`config.mk`:
```
export PLATFORM = sky130hd
export DESIGN_NAME = select_array
export DESIGN_NICKNAME = d
export VERILOG_FILES = /design/src/lane_pkg.sv /design/src/token_pkg.sv /design/src/token_dispatch.sv /design/src/token_select.sv /design/src/result_merge.sv /design/src/select_array.sv
export SDC_FILE = /design/constraint.sdc
export NUM_CORES = 1
export LEC_CHECK = 0
export BUFFER_PORTS_ARGS = -buffer_cell sky130_fd_sc_hd__buf_2
export CAP_MARGIN = 5
export CORE_MARGIN = 1
export CORE_UTILIZATION = 50
export DETAILED_ROUTE_END_ITERATION = 10
export GPL_TIMING_DRIVEN = 0
export PLACE_DENSITY = 0.77
export SYNTH_ARGS = -nofsm -noshare
export SYNTH_HDL_FRONTEND = slang
export SYNTH_SLANG_ARGS = --single-unit
```
`constraint.sdc`:
```
create_clock -name clk -period 4.7 [get_ports clk]
set_input_delay 0.235 -clock clk [delete_from_list [all_inputs] [get_ports clk]]
set_output_delay 0.235 -clock clk [all_outputs]
set_load 0.01 [all_outputs]
```
`src/lane_pkg.sv`:
```
package lane_pkg;

    // ------------------
    // Array geometry
    // ------------------

    // Number of select lanes in the array
    localparam int num_lanes = 4;

    // Bits needed to name one lane
    localparam int lane_w = $clog2(num_lanes);

    // ------------------
    // Discard bookkeeping
    // ------------------

    // Late tokens a lane side may owe before it stalls
    localparam int discard_depth = 4;

    // Counter has to reach discard_depth itself, hence the +1
    localparam int discard_cnt_w = $clog2(discard_depth + 1);

endpackage

```
`src/token_pkg.sv`:
```
package token_pkg;

    // ------------------
    // Payload
    // ------------------

    // Operand and result width
    localparam int data_w = 8;

    // One operand or result word
    typedef logic [data_w-1:0] data_t;

    // ------------------
    // Lane addressing
    // ------------------

    // Lane tag carried by every token
    typedef logic [lane_pkg::lane_w-1:0] lane_id_t;

    // One bit per lane for valid, ready and grant sets
    typedef logic [lane_pkg::num_lanes-1:0] lane_mask_t;

endpackage

```
`src/token_dispatch.sv`:
```
`timescale 1ns/10ps

module token_dispatch (
    // Condition stream
    input  token_pkg::lane_id_t   cond_lane,
    input  logic                  cond_valid,
    output logic                  cond_ready,

    // True operand stream
    input  token_pkg::lane_id_t   true_lane,
    input  logic                  true_valid,
    output logic                  true_ready,

    // False operand stream
    input  token_pkg::lane_id_t   false_lane,
    input  logic                  false_valid,
    output logic                  false_ready,

    // Per-lane handshakes
    output token_pkg::lane_mask_t lane_cond_valid,
    output token_pkg::lane_mask_t lane_true_valid,
    output token_pkg::lane_mask_t lane_false_valid,
    input  token_pkg::lane_mask_t lane_cond_ready,
    input  token_pkg::lane_mask_t lane_true_ready,
    input  token_pkg::lane_mask_t lane_false_ready
);

    // One-hot valid for the addressed lane, all zero when idle
    function automatic token_pkg::lane_mask_t decode_tag(
        input token_pkg::lane_id_t tag,
        input logic                valid
    );
        token_pkg::lane_mask_t mask;
        mask      = '0;
        mask[tag] = valid;
        return mask;
    endfunction

    // ------------------
    // Valid decode
    // ------------------

    assign lane_cond_valid  = decode_tag(cond_lane, cond_valid);
    assign lane_true_valid  = decode_tag(true_lane, true_valid);
    assign lane_false_valid = decode_tag(false_lane, false_valid);

    // ------------------
    // Ready return
    // ------------------

    // Each source only sees the ready of the lane it is talking to
    assign cond_ready  = lane_cond_ready[cond_lane];
    assign true_ready  = lane_true_ready[true_lane];
    assign false_ready = lane_false_ready[false_lane];

endmodule

```
`src/token_select.sv`:
```
`timescale 1ns/10ps

module token_select (
    input  logic              clk,
    input  logic              rst,

    // Condition token
    input  logic              cond,
    input  logic              cond_valid,
    output logic              cond_ready,

    // True operand token
    input  token_pkg::data_t  true_val,
    input  logic              true_valid,
    output logic              true_ready,

    // False operand token
    input  token_pkg::data_t  false_val,
    input  logic              false_valid,
    output logic              false_ready,

    // Selected result
    output token_pkg::data_t  result,
    output logic              result_valid,
    input  logic              result_ready
);

    logic [lane_pkg::discard_cnt_w-1:0] discard_true_cnt;
    logic [lane_pkg::discard_cnt_w-1:0] discard_false_cnt;

    logic pending_true;
    logic pending_false;
    logic room_true;
    logic room_false;
    logic pick_true;
    logic pick_false;
    logic fire;
    logic inc_true;
    logic dec_true;
    logic inc_false;
    logic dec_false;

    // Saturating up/down step; inc and dec together cancel
    function automatic logic [lane_pkg::discard_cnt_w-1:0] next_count(
        input logic [lane_pkg::discard_cnt_w-1:0] count,
        input logic                               inc,
        input logic                               dec
    );
        logic [lane_pkg::discard_cnt_w-1:0] stepped;
        stepped = count;
        if (inc && !dec && (count < lane_pkg::discard_depth)) begin
            stepped = count + 1'b1;
        end else if (dec && !inc && (count != '0)) begin
            stepped = count - 1'b1;
        end
        return stepped;
    endfunction

    // ------------------
    // Pairing rule
    // ------------------

    assign pending_true  = (discard_true_cnt != '0);
    assign pending_false = (discard_false_cnt != '0);

    // Unchosen side either has its token here or can owe one more
    assign room_true  = true_valid || (discard_true_cnt < lane_pkg::discard_depth);
    assign room_false = false_valid || (discard_false_cnt < lane_pkg::discard_depth);

    assign pick_true  = cond_valid && cond && true_valid && !pending_true && room_false;
    assign pick_false = cond_valid && !cond && false_valid && !pending_false && room_true;

    assign result_valid = pick_true || pick_false;
    assign result       = cond ? true_val : false_val;
    assign fire         = result_valid && result_ready;

    // ------------------
    // Handshakes
    // ------------------

    // While a side owes discards, every arriving token is swallowed
    assign cond_ready  = !cond_valid || fire;
    assign true_ready  = !true_valid || fire || pending_true;
    assign false_ready = !false_valid || fire || pending_false;

    // A token present on an owing side pays an old debt, so this
    // result still adds a new one
    assign inc_true  = fire && !cond && (!true_valid || pending_true);
    assign inc_false = fire && cond && (!false_valid || pending_false);
    assign dec_true  = pending_true && true_valid;
    assign dec_false = pending_false && false_valid;

    // ------------------
    // Discard counters
    // ------------------

    always_ff @(posedge clk) begin
        if (rst) begin
            discard_true_cnt  <= '0;
            discard_false_cnt <= '0;
        end else begin
            discard_true_cnt  <= next_count(discard_true_cnt, inc_true, dec_true);
            discard_false_cnt <= next_count(discard_false_cnt, inc_false, dec_false);
        end
    end

endmodule

```
`src/result_merge.sv`:
```
`timescale 1ns/10ps

module result_merge (
    input  logic                  clk,
    input  logic                  rst,

    // Lane results
    input  token_pkg::data_t      lane_result [lane_pkg::num_lanes],
    input  token_pkg::lane_mask_t lane_valid,
    output token_pkg::lane_mask_t lane_ready,

    // Merged output
    output token_pkg::data_t      out_data,
    output token_pkg::lane_id_t   out_lane,
    output logic                  out_valid,
    input  logic                  out_ready
);

    typedef enum logic {
        idle,
        holding
    } slot_state_t;

    slot_state_t           state;
    token_pkg::lane_id_t   rr_ptr;
    token_pkg::lane_mask_t grant;
    token_pkg::lane_id_t   grant_lane;
    token_pkg::lane_id_t   rr_next;
    logic                  grant_any;
    logic                  slot_free;

    // Slot can take a new result when empty or being drained now
    assign slot_free = (state == idle) || out_ready;

    // ------------------
    // Round-robin search
    // ------------------

    // rr_ptr holds the lane with top priority this cycle
    always_comb begin : grant_search
        int idx;
        grant      = '0;
        grant_lane = '0;
        grant_any  = 1'b0;
        for (int i = 0; i < lane_pkg::num_lanes; i++) begin
            idx = int'(rr_ptr) + i;
            if (idx >= lane_pkg::num_lanes) begin
                idx = idx - lane_pkg::num_lanes;
            end
            if (!grant_any && lane_valid[idx]) begin
                grant_any  = 1'b1;
                grant[idx] = 1'b1;
                grant_lane = token_pkg::lane_id_t'(idx);
            end
        end
    end

    // Priority moves to the lane after the one just served
    assign rr_next = (grant_lane == lane_pkg::num_lanes - 1) ? '0 : grant_lane + 1'b1;

    assign lane_ready = slot_free ? grant : '0;

    // ------------------
    // Output slot
    // ------------------

    always_ff @(posedge clk) begin
        if (rst) begin
            state  <= idle;
            rr_ptr <= '0;
        end else if (slot_free) begin
            if (grant_any) begin
                state  <= holding;
                rr_ptr <= rr_next;
            end else begin
                state <= idle;
            end
        end
    end

    // Held steady whenever the slot is full and not accepted
    always_ff @(posedge clk) begin
        if (slot_free && grant_any) begin
            out_data <= lane_result[grant_lane];
            out_lane <= grant_lane;
        end
    end

    assign out_valid = (state == holding);

endmodule

```
`src/select_array.sv`:
```
`timescale 1ns/10ps

module select_array (
    input  logic                clk,
    input  logic                rst,

    // Condition stream
    input  logic                cond,
    input  token_pkg::lane_id_t cond_lane,
    input  logic                cond_valid,
    output logic                cond_ready,

    // True operand stream
    input  token_pkg::data_t    true_val,
    input  token_pkg::lane_id_t true_lane,
    input  logic                true_valid,
    output logic                true_ready,

    // False operand stream
    input  token_pkg::data_t    false_val,
    input  token_pkg::lane_id_t false_lane,
    input  logic                false_valid,
    output logic                false_ready,

    // Result stream
    output token_pkg::data_t    out_data,
    output token_pkg::lane_id_t out_lane,
    output logic                out_valid,
    input  logic                out_ready
);

    token_pkg::lane_mask_t lane_cond_valid;
    token_pkg::lane_mask_t lane_cond_ready;
    token_pkg::lane_mask_t lane_true_valid;
    token_pkg::lane_mask_t lane_true_ready;
    token_pkg::lane_mask_t lane_false_valid;
    token_pkg::lane_mask_t lane_false_ready;
    token_pkg::lane_mask_t lane_result_valid;
    token_pkg::lane_mask_t lane_result_ready;
    token_pkg::data_t      lane_result [lane_pkg::num_lanes];

    // ------------------
    // Tag decode
    // ------------------

    token_dispatch i_dispatch (
        .cond_lane        (cond_lane),
        .cond_valid       (cond_valid),
        .cond_ready       (cond_ready),
        .true_lane        (true_lane),
        .true_valid       (true_valid),
        .true_ready       (true_ready),
        .false_lane       (false_lane),
        .false_valid      (false_valid),
        .false_ready      (false_ready),
        .lane_cond_valid  (lane_cond_valid),
        .lane_true_valid  (lane_true_valid),
        .lane_false_valid (lane_false_valid),
        .lane_cond_ready  (lane_cond_ready),
        .lane_true_ready  (lane_true_ready),
        .lane_false_ready (lane_false_ready)
    );

    // ------------------
    // Select lanes
    // ------------------

    // Payload goes to every lane, only the addressed one sees valid
    for (genvar g = 0; g < lane_pkg::num_lanes; g++) begin : g_lane
        token_select i_lane (
            .clk          (clk),
            .rst          (rst),
            .cond         (cond),
            .cond_valid   (lane_cond_valid[g]),
            .cond_ready   (lane_cond_ready[g]),
            .true_val     (true_val),
            .true_valid   (lane_true_valid[g]),
            .true_ready   (lane_true_ready[g]),
            .false_val    (false_val),
            .false_valid  (lane_false_valid[g]),
            .false_ready  (lane_false_ready[g]),
            .result       (lane_result[g]),
            .result_valid (lane_result_valid[g]),
            .result_ready (lane_result_ready[g])
        );
    end

    // ------------------
    // Output merge
    // ------------------

    result_merge i_merge (
        .clk         (clk),
        .rst         (rst),
        .lane_result (lane_result),
        .lane_valid  (lane_result_valid),
        .lane_ready  (lane_result_ready),
        .out_data    (out_data),
        .out_lane    (out_lane),
        .out_valid   (out_valid),
        .out_ready   (out_ready)
    );

endmodule

```
* Word-level counts from Yosys, hierarchy flattened
Index checks and enable logic that the tools add are counted.
** Storage, ports and cells
- Input port bits :: 29
- Logic and storage cells :: 344
- Bits in registers :: 37
- Output and inout port bits :: 14
** Cells by class
- Muxes and demuxes :: 71
- $lt $le $gt $ge :: 27
- Eq/ne operators :: 1
- Bitwise gates (word level) :: 8
- Reductions and logical operators :: 201
- $add $sub $neg :: 24
** Operators by type and width (count)
- $ge A32 B1 Y1 const B :: 4
- $lt A32 B4 Y1 const B :: 4
- $mux W32 :: 4
- $logic_and A1 B1 Y1 :: 103
- $ge A32 B4 Y1 const B :: 3
- $sub A32 B4 Y32 const B :: 3
- $mux W3 :: 16
- $logic_or A1 B1 Y1 :: 41
- $logic_not A1 Y1 :: 40
- $add A3 B1 Y3 const B :: 8
- $lt A3 B3 Y1 const B :: 8
- $mux W8 :: 3
- $reduce_bool A3 Y1 :: 8
- $sub A3 B1 Y3 const B :: 8
- $mux W1 :: 23
- $mux W4 :: 5
- $bmux W8 S2 :: 1
- $reduce_bool A2 Y1 :: 8
- $bmux W1 S2 :: 7
- $demux W1 S2 :: 7
- $and A4 B4 Y4 :: 3
- $or A4 B4 Y4 :: 3
- $mux W2 :: 5
- $lt A2 B3 Y1 const B :: 3
- other kinds (11) :: 14

* Longest topological paths before layout
Gate-level depths: netlist of the first run.
- Depth in word-level cells :: 32
- Mapped depth :: 17
- Mapped depth without buffers :: 15

* Hierarchy
From an unflattened synthesis of the first run, not the netlist that was laid out.
** Second synthesis, totals
- Cells, all modules :: 433
- Area total of the unflattened synthesis :: 3972.6 um2
** Modules (own cells, without submodules)
- token_select :: times used 4, area each 661.9 um2, sequential area each 120.1 um2, cells an instance 77
- result_merge :: times used 1, area each 1152.4 um2, sequential area each 360.3 um2, cells an instance 110
- token_dispatch :: times used 1, area each 172.7 um2, sequential area each 0.0 um2, cells an instance 15

* Least setup slack after synthesis of the first run
Ideal clock, no wire load.
- Path kind :: reg2reg
- From :: register i_merge.rr_ptr[0]
- To :: register g_lane[3].i_lane.discard_true_cnt[1] in the netlist's numbering
- Buffers on the path :: 2
- Required time :: 4571 ps
- Library setup time :: 129 ps
- Arrival time :: 3484 ps
- Period minus slack after synthesis :: 3614 ps
- Path slack :: 1086 ps
- Cell stages (with the launch flop) :: 15
- Cells stage by stage :: dfxtp_1 > clkbuf_1 > clkinv_1 > ha_1 > clkbuf_1 > inv_1 > a32oi_1 > a21oi_1 > a2111oi_2 > a21oi_1 > and3_1 > inv_1 > fa_1 > nand2b_1 > o32ai_1
** Between the ends
- Longest elaborated chain between the ends :: 23
- Elaborated cells between the ends (all ways) :: 74
- Classes of those cells :: add/sub: 7; order compare: 12; mux: 33; bitwise: 3; reduce/logical: 19
** Ends and longest elaborated chain
- start: declaration :: line result_merge.sv:25 : token_pkg::lane_id_t rr_ptr;
- start signal: assignment :: line result_merge.sv:74 : rr_ptr <= rr_next;
- parallel branches: the longest is 14 deep, another holds $sub A32 B4 Y32
- $mux W4 (*) :: line result_merge.sv:50 : if (!grant_any && lane_valid[idx]) begin
- $mux W4 (*) :: line result_merge.sv:61 : assign lane_ready = slot_free ? grant : '0;
- $logic_and A1 B1 Y1 (*) :: line token_select.sv:75 : assign fire = result_valid && result_ready;
- $logic_and A1 B1 Y1 (*) (2 in a row) :: line token_select.sv:88 : assign inc_true = fire && !cond && (!true_valid || pending_true);
- $logic_not A1 Y1 :: line token_select.sv:53 : end else if (dec && !inc && (count != '0)) begin
- $logic_and A1 B1 Y1 (2 in a row) :: line token_select.sv:53
- $reduce_bool A2 Y1 (no source line)
- end signal: assignment :: line token_select.sv:102 : discard_true_cnt <= next_count(discard_true_cnt, inc_true, dec_true);
- end: declaration :: line token_select.sv:28 : logic [lane_pkg::discard_cnt_w-1:0] discard_true_cnt;
Mark *: on every way between the ends. The select of a mux whose other input is x is not followed.
A chain may end at the register's enable or synchronous reset.

* Final worst setup path of the first run
Same ends and word-level chain as after synthesis.

==> flow_summary.yaml, run 1 <==
run_status:
  outcome: "finished, violations left"
  violations: "DRC"
finish:
  layout.nets: 501
  layout-drive-gt1-share: 0.1820
  final_util: 0.5953
  antenna_cells: 0
  seqCellArea_um2: 840.8
  instances_no_fill: 533
  multi_input_area_um2: 2454
  fill_cells: 585
  syn2layout_area_growth_pct: 12.49
sta:
  slew_viol_final: 0
  timing.final.crit_share: 0.9364
  max_freq_ghz: 0.2272
  worstMarginPinSlew_ns: 1.164
  setup_viol: 0
  final_hold_viol_count: 0
  rsz0062_at_grt: "false"
  slew_headroom: 0.2237
  clock_skew_ns: 0.006997
  fin_tns_setup_ns: 0
  fin_crit_ns: 4.401
detailed_routing:
  routedWlPerCell_um: 17.30
  remaining_drc_errors: 3
  viasPerCell: 6.435
  wirelength_um: 9220
  drt.antenna.violating_nets: 0
  first_iter_violations: 283
  num_vias: 3430
  first_pass_iters: 8
clocking:
  cts_made_buffers: 5
  cts_tree: "done"
  cts.sinks: 37
  cts_resized: 0
  clk-insertion-delay-late_ns: 0.30
  cts_setup_buffers: 0
  htree_levels: 2
  clk_path_buf_depth: 2
  clkTransAtPathRegs_ns: 0.08
  cts_root_buffer: "clkbuf_8"
  holdBufCountCts: 0
synth:
  async_reset_ff_frac: 0
  synth_edf_count: 10
  synth_flop_cell: "dfxtp_1"
  netlist_area_um2: 3437
  synth_nets: 455
  synth_seq_cells: 37
  synth.distinct_cells: 70
  syn_inst: 409
  yosysWarnings: 0
  synth_area_per_cell_um2: 8.404
  yosysSeqAreaShare: 0.2446
critical_path:
  r2r_slack_ns: 0.30
  required_ns: 4.87
  cp.arrival_ns: 4.57
  critical-path-max-stage-delay_ns: 0.47
  r2r_start: "i_merge.rr_ptr[0]"
  slowest_stage: "a2111oi_2"
  rr_worst_depth: 14
  cp-endpoint: "g_lane[3].i_lane.discard_true_cnt[1]"
  rr_endpoint: "g_lane[3].i_lane.discard_true_cnt[1]"
  crit_chain: "clkbuf_1, clkinvlp_4, ha_1, clkbuf_1, inv_1, a32oi_1, a21oi_1, a2111oi_2, a21oi_1, and3_1, inv_1, fa_1, nand2b_1, o32ai_1"
  critical_path.max_fanout: 12
  worstSetupPathType: "register to register"
  crit_start: "i_merge.rr_ptr[0]"
  start_kind: "register"
  endpoint_kind: "register"
min_path:
  min_path_type: "primary input to register"
die:
  die_h_um: 84.91
  die-width_um: 84.91
  row_count: 29
  die_area_um2: 7210
  start_util: 0.5292
  ioPinCount: 43
  core_area_um2: 6495
pwr:
  leakage_uw: 0.001298
  p_per_area_nw_per_um2: 201.6
  switching_power_uw: 199.0
  p_clk_frac: 0.433
  pwr-share-seq: 0.426
  internal_power_uw: 580.5
  combPwrFrac: 0.141
  switching_share: 0.2553
  fin_total_pwr_uw: 779.4
  ir_drop_uv: 105.2
grt:
  grt_overflow_total: 0
  grt_max_degree: 15
  grt_pass1_wl_um: 15440
  antenna_found_initial: 0
  grt_pass1_vias: 3177
  track_usage: 0.2668
placed_design:
  dp_cells: 525
  dp_hpwl_um: 7008
  port-buffer-count: 39
  gp_congestion: 0.9120
job:
  maxCapViolCount: 0
through the flow:
step | area, µm² | hold WS, ns | worst slack, ns
2_1_floorplan | 3437 | 0.4549 | 1.086
3_3_place_gp | 3729 | 0.4896 | 0.3193
3_5_place_dp | 3729 | 0.5295 | 0.3382
4_1_cts | 3862 | 0.2294 | 0.3105
5_1_grt | 3866 | 0.2290 | 0.02187
6_report | 3866 | 0.2329 | 0.2989
how the worst min path moves through the flow:
| stage | slack [ns] | cells after the start | to | start |
|---|---|---|---|---|
| 2_1_floorplan | 0.45 | 1 | i_merge.out_data[0] | false_val[0] |
| 3_3_place_gp | 0.49 | 2 | g_lane[3].i_lane.discard_false_cnt[1] | g_lane[3].i_lane.discard_false_cnt[1] |
| 3_5_place_dp | 0.53 | 1 | g_lane[3].i_lane.discard_true_cnt[0] | g_lane[3].i_lane.discard_true_cnt[0] |
| 4_1_cts | 0.23 | 2 | i_merge.out_data[5] | true_val[5] |
| 5_1_grt | 0.23 | 2 | i_merge.out_data[5] | true_val[5] |
| 6_report | 0.23 | 2 | i_merge.out_data[5] | true_val[5] |
layout make-up:
| class | count | share of cell area |
|---|---|---|
| multi-input cells | 336 | 0.6346 |
| clock inverters | 3 | 0.01683 |
| plain buffers | 18 | 0.01942 |
| inverters | 18 | 0.01845 |
| flip-flops and latches | 37 | 0.2175 |
| clock buffers | 5 | 0.01780 |
| well taps | 77 | 0.02492 |
| repair buffers | 39 | 0.05049 |
synthesized netlist by cell type (3+ instances only):
cell,n,area share
nand2_1,35,0.038
nor2_1,34,0.037
dfxtp_1,27,0.16
a21oi_1,26,0.038
nand3_1,17,0.025
inv_1,16,0.017
a31oi_1,15,0.027
clkbuf_1,12,0.013
edfxtp_1,10,0.087
o21ai_0,10,0.015
ha_1,9,0.033
and2_1,8,0.015
fa_1,8,0.047
mux2_2,8,0.026
nor3_1,8,0.012
a221oi_1,7,0.018
nor2b_1,7,0.013
o2111ai_1,7,0.018
or3_1,7,0.013
and3_1,6,0.011
o211ai_1,6,0.013
o22ai_1,6,0.011
or4b_1,6,0.017
a211oi_1,5,0.011
and4_1,5,0.013
nand2b_1,5,0.0091
nand3b_1,5,0.011
or3b_1,5,0.013
a2111oi_2,4,0.017
a32oi_1,4,0.010
nand4b_1,4,0.010
nor3b_1,4,0.0087
a2111oi_4,3,0.024
a21boi_0,3,0.0066
a21o_1,3,0.0066
a22oi_1,3,0.0066
buf_2,3,0.0044
nand4_1,3,0.0055
o311ai_1,3,0.0076
or2_1,3,0.0055
xnor2_1,3,0.0076
critical path: cells and delay by family, from the launching register on:
| kind | cells | cell delay [ns] |
|---|---|---|
| adders and majority gates | 2 | 0.77 |
| and+or+nand+nor | 2 | 0.39 |
| AOI/OAI and AO/OA | 5 | 1.31 |
| DFF | 1 | 0.43 |
| buffers and inverters | 5 | 1.35 |
sequential cells by signal, summed over array words and instances (netlist names):
signal                           flops
i_merge.out_lane                     2
g_lane.i_lane.discard_true_cnt      12
i_merge.out_valid                    1
g_lane.i_lane.discard_false_cnt     12
i_merge.out_data                     8
i_merge.rr_ptr                       2
cells by family after synthesis:
family                     share of synthesized area
buffers and inverters                        0.04150
adders and majority gates                    0.07936
and+or+nand+nor                               0.3003
muxes                                        0.03204
AOI/OAI and AO/OA                             0.2945
xor gates and xnor gates                    0.007646
DFF                                           0.2446
cells in the final DEF (no fill, tap or decap), types with 8 or more instances in the layout:
cell type,count
and2_1,8
mux2_2,8
o21ai_0,10
buf_2,42
edfxtp_1,10
fa_1,8
nand2_1,35
ha_1,9
dfxtp_1,27
clkbuf_1,12
a31oi_1,15
a21oi_1,26
inv_1,16
nor2_1,34
nand3_1,17
nor3_1,8
power by group through the flow:
stage          registers, µW  logic, µW  clock network [µW]
2_1_floorplan            341       67.1                   0
3_3_place_gp             339        105                   0
3_5_place_dp             339        108                   0
4_1_cts                  332        108                 341
5_1_grt                  332        119                 353
6_report                 332        110                 337
metal layers:
metal | GRT usage | wire length (µm) | up-vias
li1 | - | - | 1675
met1 | 0.3662 | 4263 | 1624
met2 | 0.4316 | 4369 | 112
met3 | 0.03891 | 418 | 19
met4 | 0.08937 | 169 | 0
met5 | 0 | 0 | -
No activity file was read; power rests on OpenSTA's default activity.
==> inputs of run 2 (changes only) <==
--- a/config.mk
+++ b/config.mk
@@ -5,13 +5,14 @@
 export SDC_FILE = /design/constraint.sdc
 export NUM_CORES = 1
 export LEC_CHECK = 0
-export BUFFER_PORTS_ARGS = -buffer_cell sky130_fd_sc_hd__buf_2
+export ABC_AREA = 1
 export CAP_MARGIN = 5
 export CORE_MARGIN = 1
-export CORE_UTILIZATION = 50
+export CORE_UTILIZATION = 40
 export DETAILED_ROUTE_END_ITERATION = 10
+export DONT_BUFFER_PORTS = 1
 export GPL_TIMING_DRIVEN = 0
-export PLACE_DENSITY = 0.77
+export PLACE_DENSITY = 0.61
 export SYNTH_ARGS = -nofsm -noshare
 export SYNTH_HDL_FRONTEND = slang
 export SYNTH_SLANG_ARGS = --single-unit
==> flow_summary.yaml, run 2 <==
clocking:
  cts_tree: "done"
  cts_root_buffer: "clkbuf_8"
  clk-insertion-delay-late_ns: 0.31
  cts.sinks: 37
  cts_made_buffers: 5
  clk_path_buf_depth: 2
  htree_levels: 2
  cts_setup_buffers: 0
  clkTransAtPathRegs_ns: 0.08
run_status:
  outcome: "completed"
die:
  die_area_um2: 7470
  die_h_um: 86.43
  row_count: 30
  ioPinCount: 43
  die-width_um: 86.43
  start_util: 0.4174
  core_area_um2: 6832
synth:
  yosysTopAreaCell: "dfxtp_1"
  synth_common_cells: "nand2_1, nor2_1, nand3_1, inv_1, dfxtp_1"
  synth_flop_cell: "dfxtp_1"
  synth_area_per_cell_um2: 6.822
  synth_edf_count: 10
  synth.distinct_cells: 25
  synth_most_common_cell: "nand2_1"
  synthTopCellsByArea: "dfxtp_1, nand2_1, edfxtp_1, nand3_1, nor2_1"
  synth_top_area_frac: 0.1896
  netlist_area_um2: 2851
  yosysSeqAreaShare: 0.2949
  synth_nets: 464
  yosysWarnings: 0
  synth_seq_cells: 37
  syn_inst: 418
  async_reset_ff_frac: 0
finish:
  layout.nets: 472
  multi_input_area_um2: 1792
  layout-drive-gt1-share: 0.1265
  syn2layout_area_growth_pct: 8.513
  layout_commonest_cell: "nand2_1"
  reg_top3: "g_lane.i_lane.discard_false_cnt: 12 flops, g_lane.i_lane.discard_true_cnt: 12 flops, i_merge.out_data: 8 flops"
  seqCellArea_um2: 840.8
  fill_cells: 719
  finalInstanceArea_um2: 3094
  antenna_cells: 0
  instances_no_fill: 523
  most-common-layout-cells: "nand2_1, nor2_1, nand3_1, inv_1, dfxtp_1"
pwr:
  pwr-share-seq: 0.401
  internal_power_uw: 704.7
  p_per_area_nw_per_um2: 387.2
  p_clk_frac: 0.242
  switching_power_uw: 493.4
  leakage_uw: 0.001284
  switching_share: 0.4118
  ir_drop_uv: 187.0
  combPwrFrac: 0.356
detailed_routing:
  viasPerCell: 5.088
  drt.antenna.violating_nets: 0
  first_iter_violations: 90
  remaining_drc_errors: 0
  num_vias: 2661
  wirelength_um: 6765
  first_pass_iters: 4
  routedWlPerCell_um: 12.93
sta:
  setup_viol: 0
  worstMarginPinSlew_ns: 0.5722
  clock_skew_ns: 0.01820
  fin_tns_setup_ns: 0
  worst_slack_ns: 1.810
  final_hold_viol_count: 0
  slew_headroom: 0.6185
  slew_viol_final: 0
  timing.final.crit_share: 0.6148
  max_freq_ghz: 0.3461
  whs_ns: 0.1117
  rsz0062_at_grt: "false"
  fin_crit_ns: 2.890
critical_path:
  r2r_start: "i_merge.rr_ptr[0]"
  endpoint_kind: "output port"
  rr_worst_depth: 13
  start_kind: "register"
  rr_endpoint: "g_lane[0].i_lane.discard_false_cnt[2]"
  cp.arrival_ns: 2.65
  worstSetupPathType: "register to output port"
  r2r_slack_ns: 1.94
  critical_path.max_fanout: 10
  required_ns: 4.47
grt:
  grt_pass1_vias: 2408
  track_usage: 0.1886
  grt_pass1_wl_um: 11010
  antenna_found_initial: 0
  grt_max_degree: 14
  grt_overflow_total: 0
min_path:
  hold_path_depth: 2
  min_path_type: "primary input to register"
  hold_end: "i_merge.out_data[6]"
  min_from: "false_val[6]"
job:
  maxCapViolCount: 0
placed_design:
  port-buffer-count: 0
  gp_congestion: 0.8930
  dp_hpwl_um: 5278
  dp_cells: 514
  post_dp_cell_area_um2: 2972
  pre_cts_ws_ns: 1.961
run 2: cell types whose count changed in the layout (fill, tap and decap cells not counted), sizes merged, moves of 10 or more:
cell	before	now
nand2	37	108
nand3	18	67
buf	45	5
inv	16	49
nor2	35	68
nand4	3	19
a31oi	16	3
a2111oi	10	0
clkbuf	17	7
run 2: power by group through the flow:
stage,clock network [µW],registers [µW],logic (µW)
5_1_grt,310,490,480
6_report,290,481,427
4_1_cts,294,482,422
2_1_floorplan,0,478,330
3_5_place_dp,0,489,420
3_3_place_gp,0,489,415
run 2: logic make-up after synthesis:
kind of cell | Yosys count | share of synthesized area
AOI/OAI and AO/OA | 44 | 0.07943
adders and majority gates | 17 | 0.09566
buffers and inverters | 57 | 0.07679
DFF | 37 | 0.2949
and+or+nand+nor | 263 | 0.4533
run 2: area by class of cell:
type	count	area share
repair buffers	1	0.003235
clock buffers	5	0.02224
multi-input cells	324	0.5791
flip-flops and latches	37	0.2717
inverters	50	0.06066
well taps	96	0.03882
plain buffers	7	0.01011
clock inverters	3	0.01415
run 2: metal layers:
metal	share of wire	wire [µm]	global-route usage	vias to the layer above
li1	-	-	-	1394
met1	0.46	3137	0.2453	1195
met2	0.45	3025	0.3045	63
met3	0.079	534	0.06000	9
met4	0.0099	67	0.04545	0
met5	0	0	0	-
run 2: how the worst max path moves through the flow:
stage                     slack, ns  depth (start not counted)               from                               endpoint
final                          1.81                         11  i_merge.rr_ptr[0]                             true_ready
after global routing           1.59                         11  i_merge.rr_ptr[0]                             cond_ready
after CTS                      1.83                         11  i_merge.rr_ptr[0]                             cond_ready
after detailed placement       1.96                         13  i_merge.rr_ptr[0]   g_lane[3].i_lane.discard_true_cnt[2]
after global placement         1.98                         13  i_merge.rr_ptr[0]   g_lane[1].i_lane.discard_true_cnt[2]
after floorplan                2.35                         13  i_merge.rr_ptr[0]  g_lane[3].i_lane.discard_false_cnt[2]
run 2: what timing repair did:
action / 4_1_cts / 5_1_grt
gates resized for setup: 0 / 0
hold buffers: 0 / 1
endpoints found under the hold margin: 0 / 1
run 2: critical path, cell delays in order (launching register included):
cell	delay (ns)
dfxtp_1	0.56
inv_1	0.29
ha_1	0.41
inv_1	0.07
nand3_2	0.09
nand2_2	0.10
nand2_1	0.09
nand4_2	0.22
nand2_1	0.19
nand2_1	0.08
nand3_1	0.07
nand4_1	0.18
run 2: stage by stage:
step,utilization,power (µW)
after floorplan,-,808.6
after global routing,0.4529,1280
final,0.4529,1198
after CTS,0.4515,1198
after global placement,0.4350,904.2
after detailed placement,0.4350,909.0
==> inputs of run 3 (changes only) <==
==> constraint.sdc (replaced) <==
create_clock -name clk -period 2.8 [get_ports clk]
set_input_delay 0.14 -clock clk [delete_from_list [all_inputs] [get_ports clk]]
set_output_delay 0.14 -clock clk [all_outputs]
set_load 0.01 [all_outputs]
==> flow_summary.yaml, run 3 (same netlist as run 2, synthesis figures left out) <==
critical_path:
  critical_path.max_fanout: 10
  worstSetupPathType: "register to output port"
  required_ns: 2.66
  crit_top_cell: "nand2_1"
  crit_chain: "clkinvlp_4, ha_1, inv_1, nand3_1, nand2_2, nand2_1, nand4_2, nand2_1, nand2_1, nand3_1, nand4_1"
  slowest_stage: "dfxtp_2"
  crit_buf_inv: 2
  crit_family: "simple AND/OR/NAND/NOR gates"
  cp.arrival_ns: 2.43
  r2r_slack_ns: 0.25
  start_kind: "register"
  endpoint_kind: "output port"
  critical-path-max-stage-delay_ns: 0.48
die:
  die-width_um: 86.43
  core_area_um2: 6832
  start_util: 0.4174
  die_area_um2: 7470
  ioPinCount: 43
  die_h_um: 86.43
  row_count: 30
sta:
  fin_tns_setup_ns: 0
  final_hold_viol_count: 0
  fin_crit_ns: 2.568
  clock_skew_ns: 0.01793
  rsz0062_at_grt: "false"
  timing.final.crit_share: 0.9172
  max_freq_ghz: 0.3894
  slew_headroom: 0.6200
  setup_viol: 0
  worstMarginPinSlew_ns: 0.5700
  slew_viol_final: 0
pwr:
  p_per_area_nw_per_um2: 652.6
  pwr-share-seq: 0.399
  ir_drop_uv: 313.6
  p_clk_frac: 0.239
  leakage_uw: 0.001295
  switching_share: 0.4089
  combPwrFrac: 0.362
  switching_power_uw: 834.0
  internal_power_uw: 1206
detailed_routing:
  drt.antenna.violating_nets: 0
  remaining_drc_errors: 0
  num_vias: 2668
  first_pass_iters: 4
  first_iter_violations: 100
  viasPerCell: 5.072
  routedWlPerCell_um: 12.88
  wirelength_um: 6777
finish:
  layout_commonest_cell: "nand2_1"
  layout-drive-gt1-share: 0.1419
  most-common-layout-cells: "nand2_1, nor2_1, nand3_1, inv_1, dfxtp_1"
  layout.nets: 475
  finalInstanceArea_um2: 3126
  antenna_cells: 0
  syn2layout_area_growth_pct: 9.610
  reg_top3: "g_lane.i_lane.discard_false_cnt: 12 flops, g_lane.i_lane.discard_true_cnt: 12 flops, i_merge.out_data: 8 flops"
  final_util: 0.4575
  fill_cells: 718
clocking:
  cts_made_buffers: 5
  clkTransAtPathRegs_ns: 0.08
  htree_levels: 2
  cts_tree: "done"
  cts_root_buffer: "clkbuf_8"
  cts.sinks: 37
  clk-insertion-delay-late_ns: 0.31
  clk_path_buf_depth: 2
grt:
  grt_pass1_wl_um: 11010
  grt_pass1_vias: 2408
  grt_overflow_total: 0
  grt_max_degree: 14
  track_usage: 0.1886
  antenna_found_initial: 0
placed_design:
  dp_hpwl_um: 5278
  post_dp_cell_area_um2: 2972
  gp_congestion: 0.8930
  port-buffer-count: 0
min_path:
  min_path_type: "primary input to register"
run_status:
  outcome: "completed"
job:
  maxCapViolCount: 0
## run 3: changes by cell type in the layout (fill, tap and decap cells not counted)
cell,previous run,this run
dfxtp_2,0,2
inv_1,42,41
buf_4,0,3
dfxtp_1,27,25
nor2_2,1,2
nor2_1,67,66
clkinvlp_4,0,1
## run 3: power groups by stage
stage	Clock, µW	Sequential (µW)	Combinational (µW)
2_1_floorplan	0	803	554
3_3_place_gp	0	821	696
3_5_place_dp	0	821	705
4_1_cts	494	808	709
5_1_grt	520	829	830
6_report	488	813	739
## run 3: area by class of cell
cell class | instances | area (µm²) | area share
flip-flops and latches | 37 | 843.3 | 0.2698
multi-input cells | 324 | 1794 | 0.5741
clock buffers | 5 | 68.82 | 0.02202
plain buffers | 7 | 31.28 | 0.01001
well taps | 96 | 120.1 | 0.03843
repair buffers | 4 | 32.53 | 0.01041
inverters | 50 | 191.4 | 0.06125
clock inverters | 3 | 43.79 | 0.01401
## run 3: worst paths after layout
check,cells past startpoint,to,start
max reg2reg,15,g_lane[0].i_lane.discard_false_cnt[2],g_lane[0].i_lane.discard_true_cnt[0]
max,11,false_ready,i_merge.rr_ptr[0]
min reg2reg,2,g_lane[0].i_lane.discard_false_cnt[1],g_lane[0].i_lane.discard_false_cnt[1]
min,2,i_merge.out_data[6],false_val[6]
## run 3: what timing repair did
action                                  4_1_cts  5_1_grt
resized for setup                             0        4
endpoints found under the setup margin        0       29
hold buffers                                  1        0
buffers inserted                              0        3
hold endpoints to repair                      1        0
## run 3: metrics by stage
stage	power (µW)	hold slack (ns)	std cells	setup WS (ns)
5_1_grt	2178	0.01359	526	0.04199
3_3_place_gp	1518	0.2224	514	0.07884
4_1_cts	2012	0.01979	523	0.02144
6_report	2040	0.01683	526	0.2319
3_5_place_dp	1526	0.2217	514	0.06099
2_1_floorplan	1357	0.2185	418	0.4459
## run 3: routing by layer
layer	track usage	wire length (µm)	up-vias
li1	-	-	1401
met1	0.2453	3134	1191
met2	0.3045	3045	67
met3	0.06000	530	9
met4	0.04545	67	0
met5	0	0	-
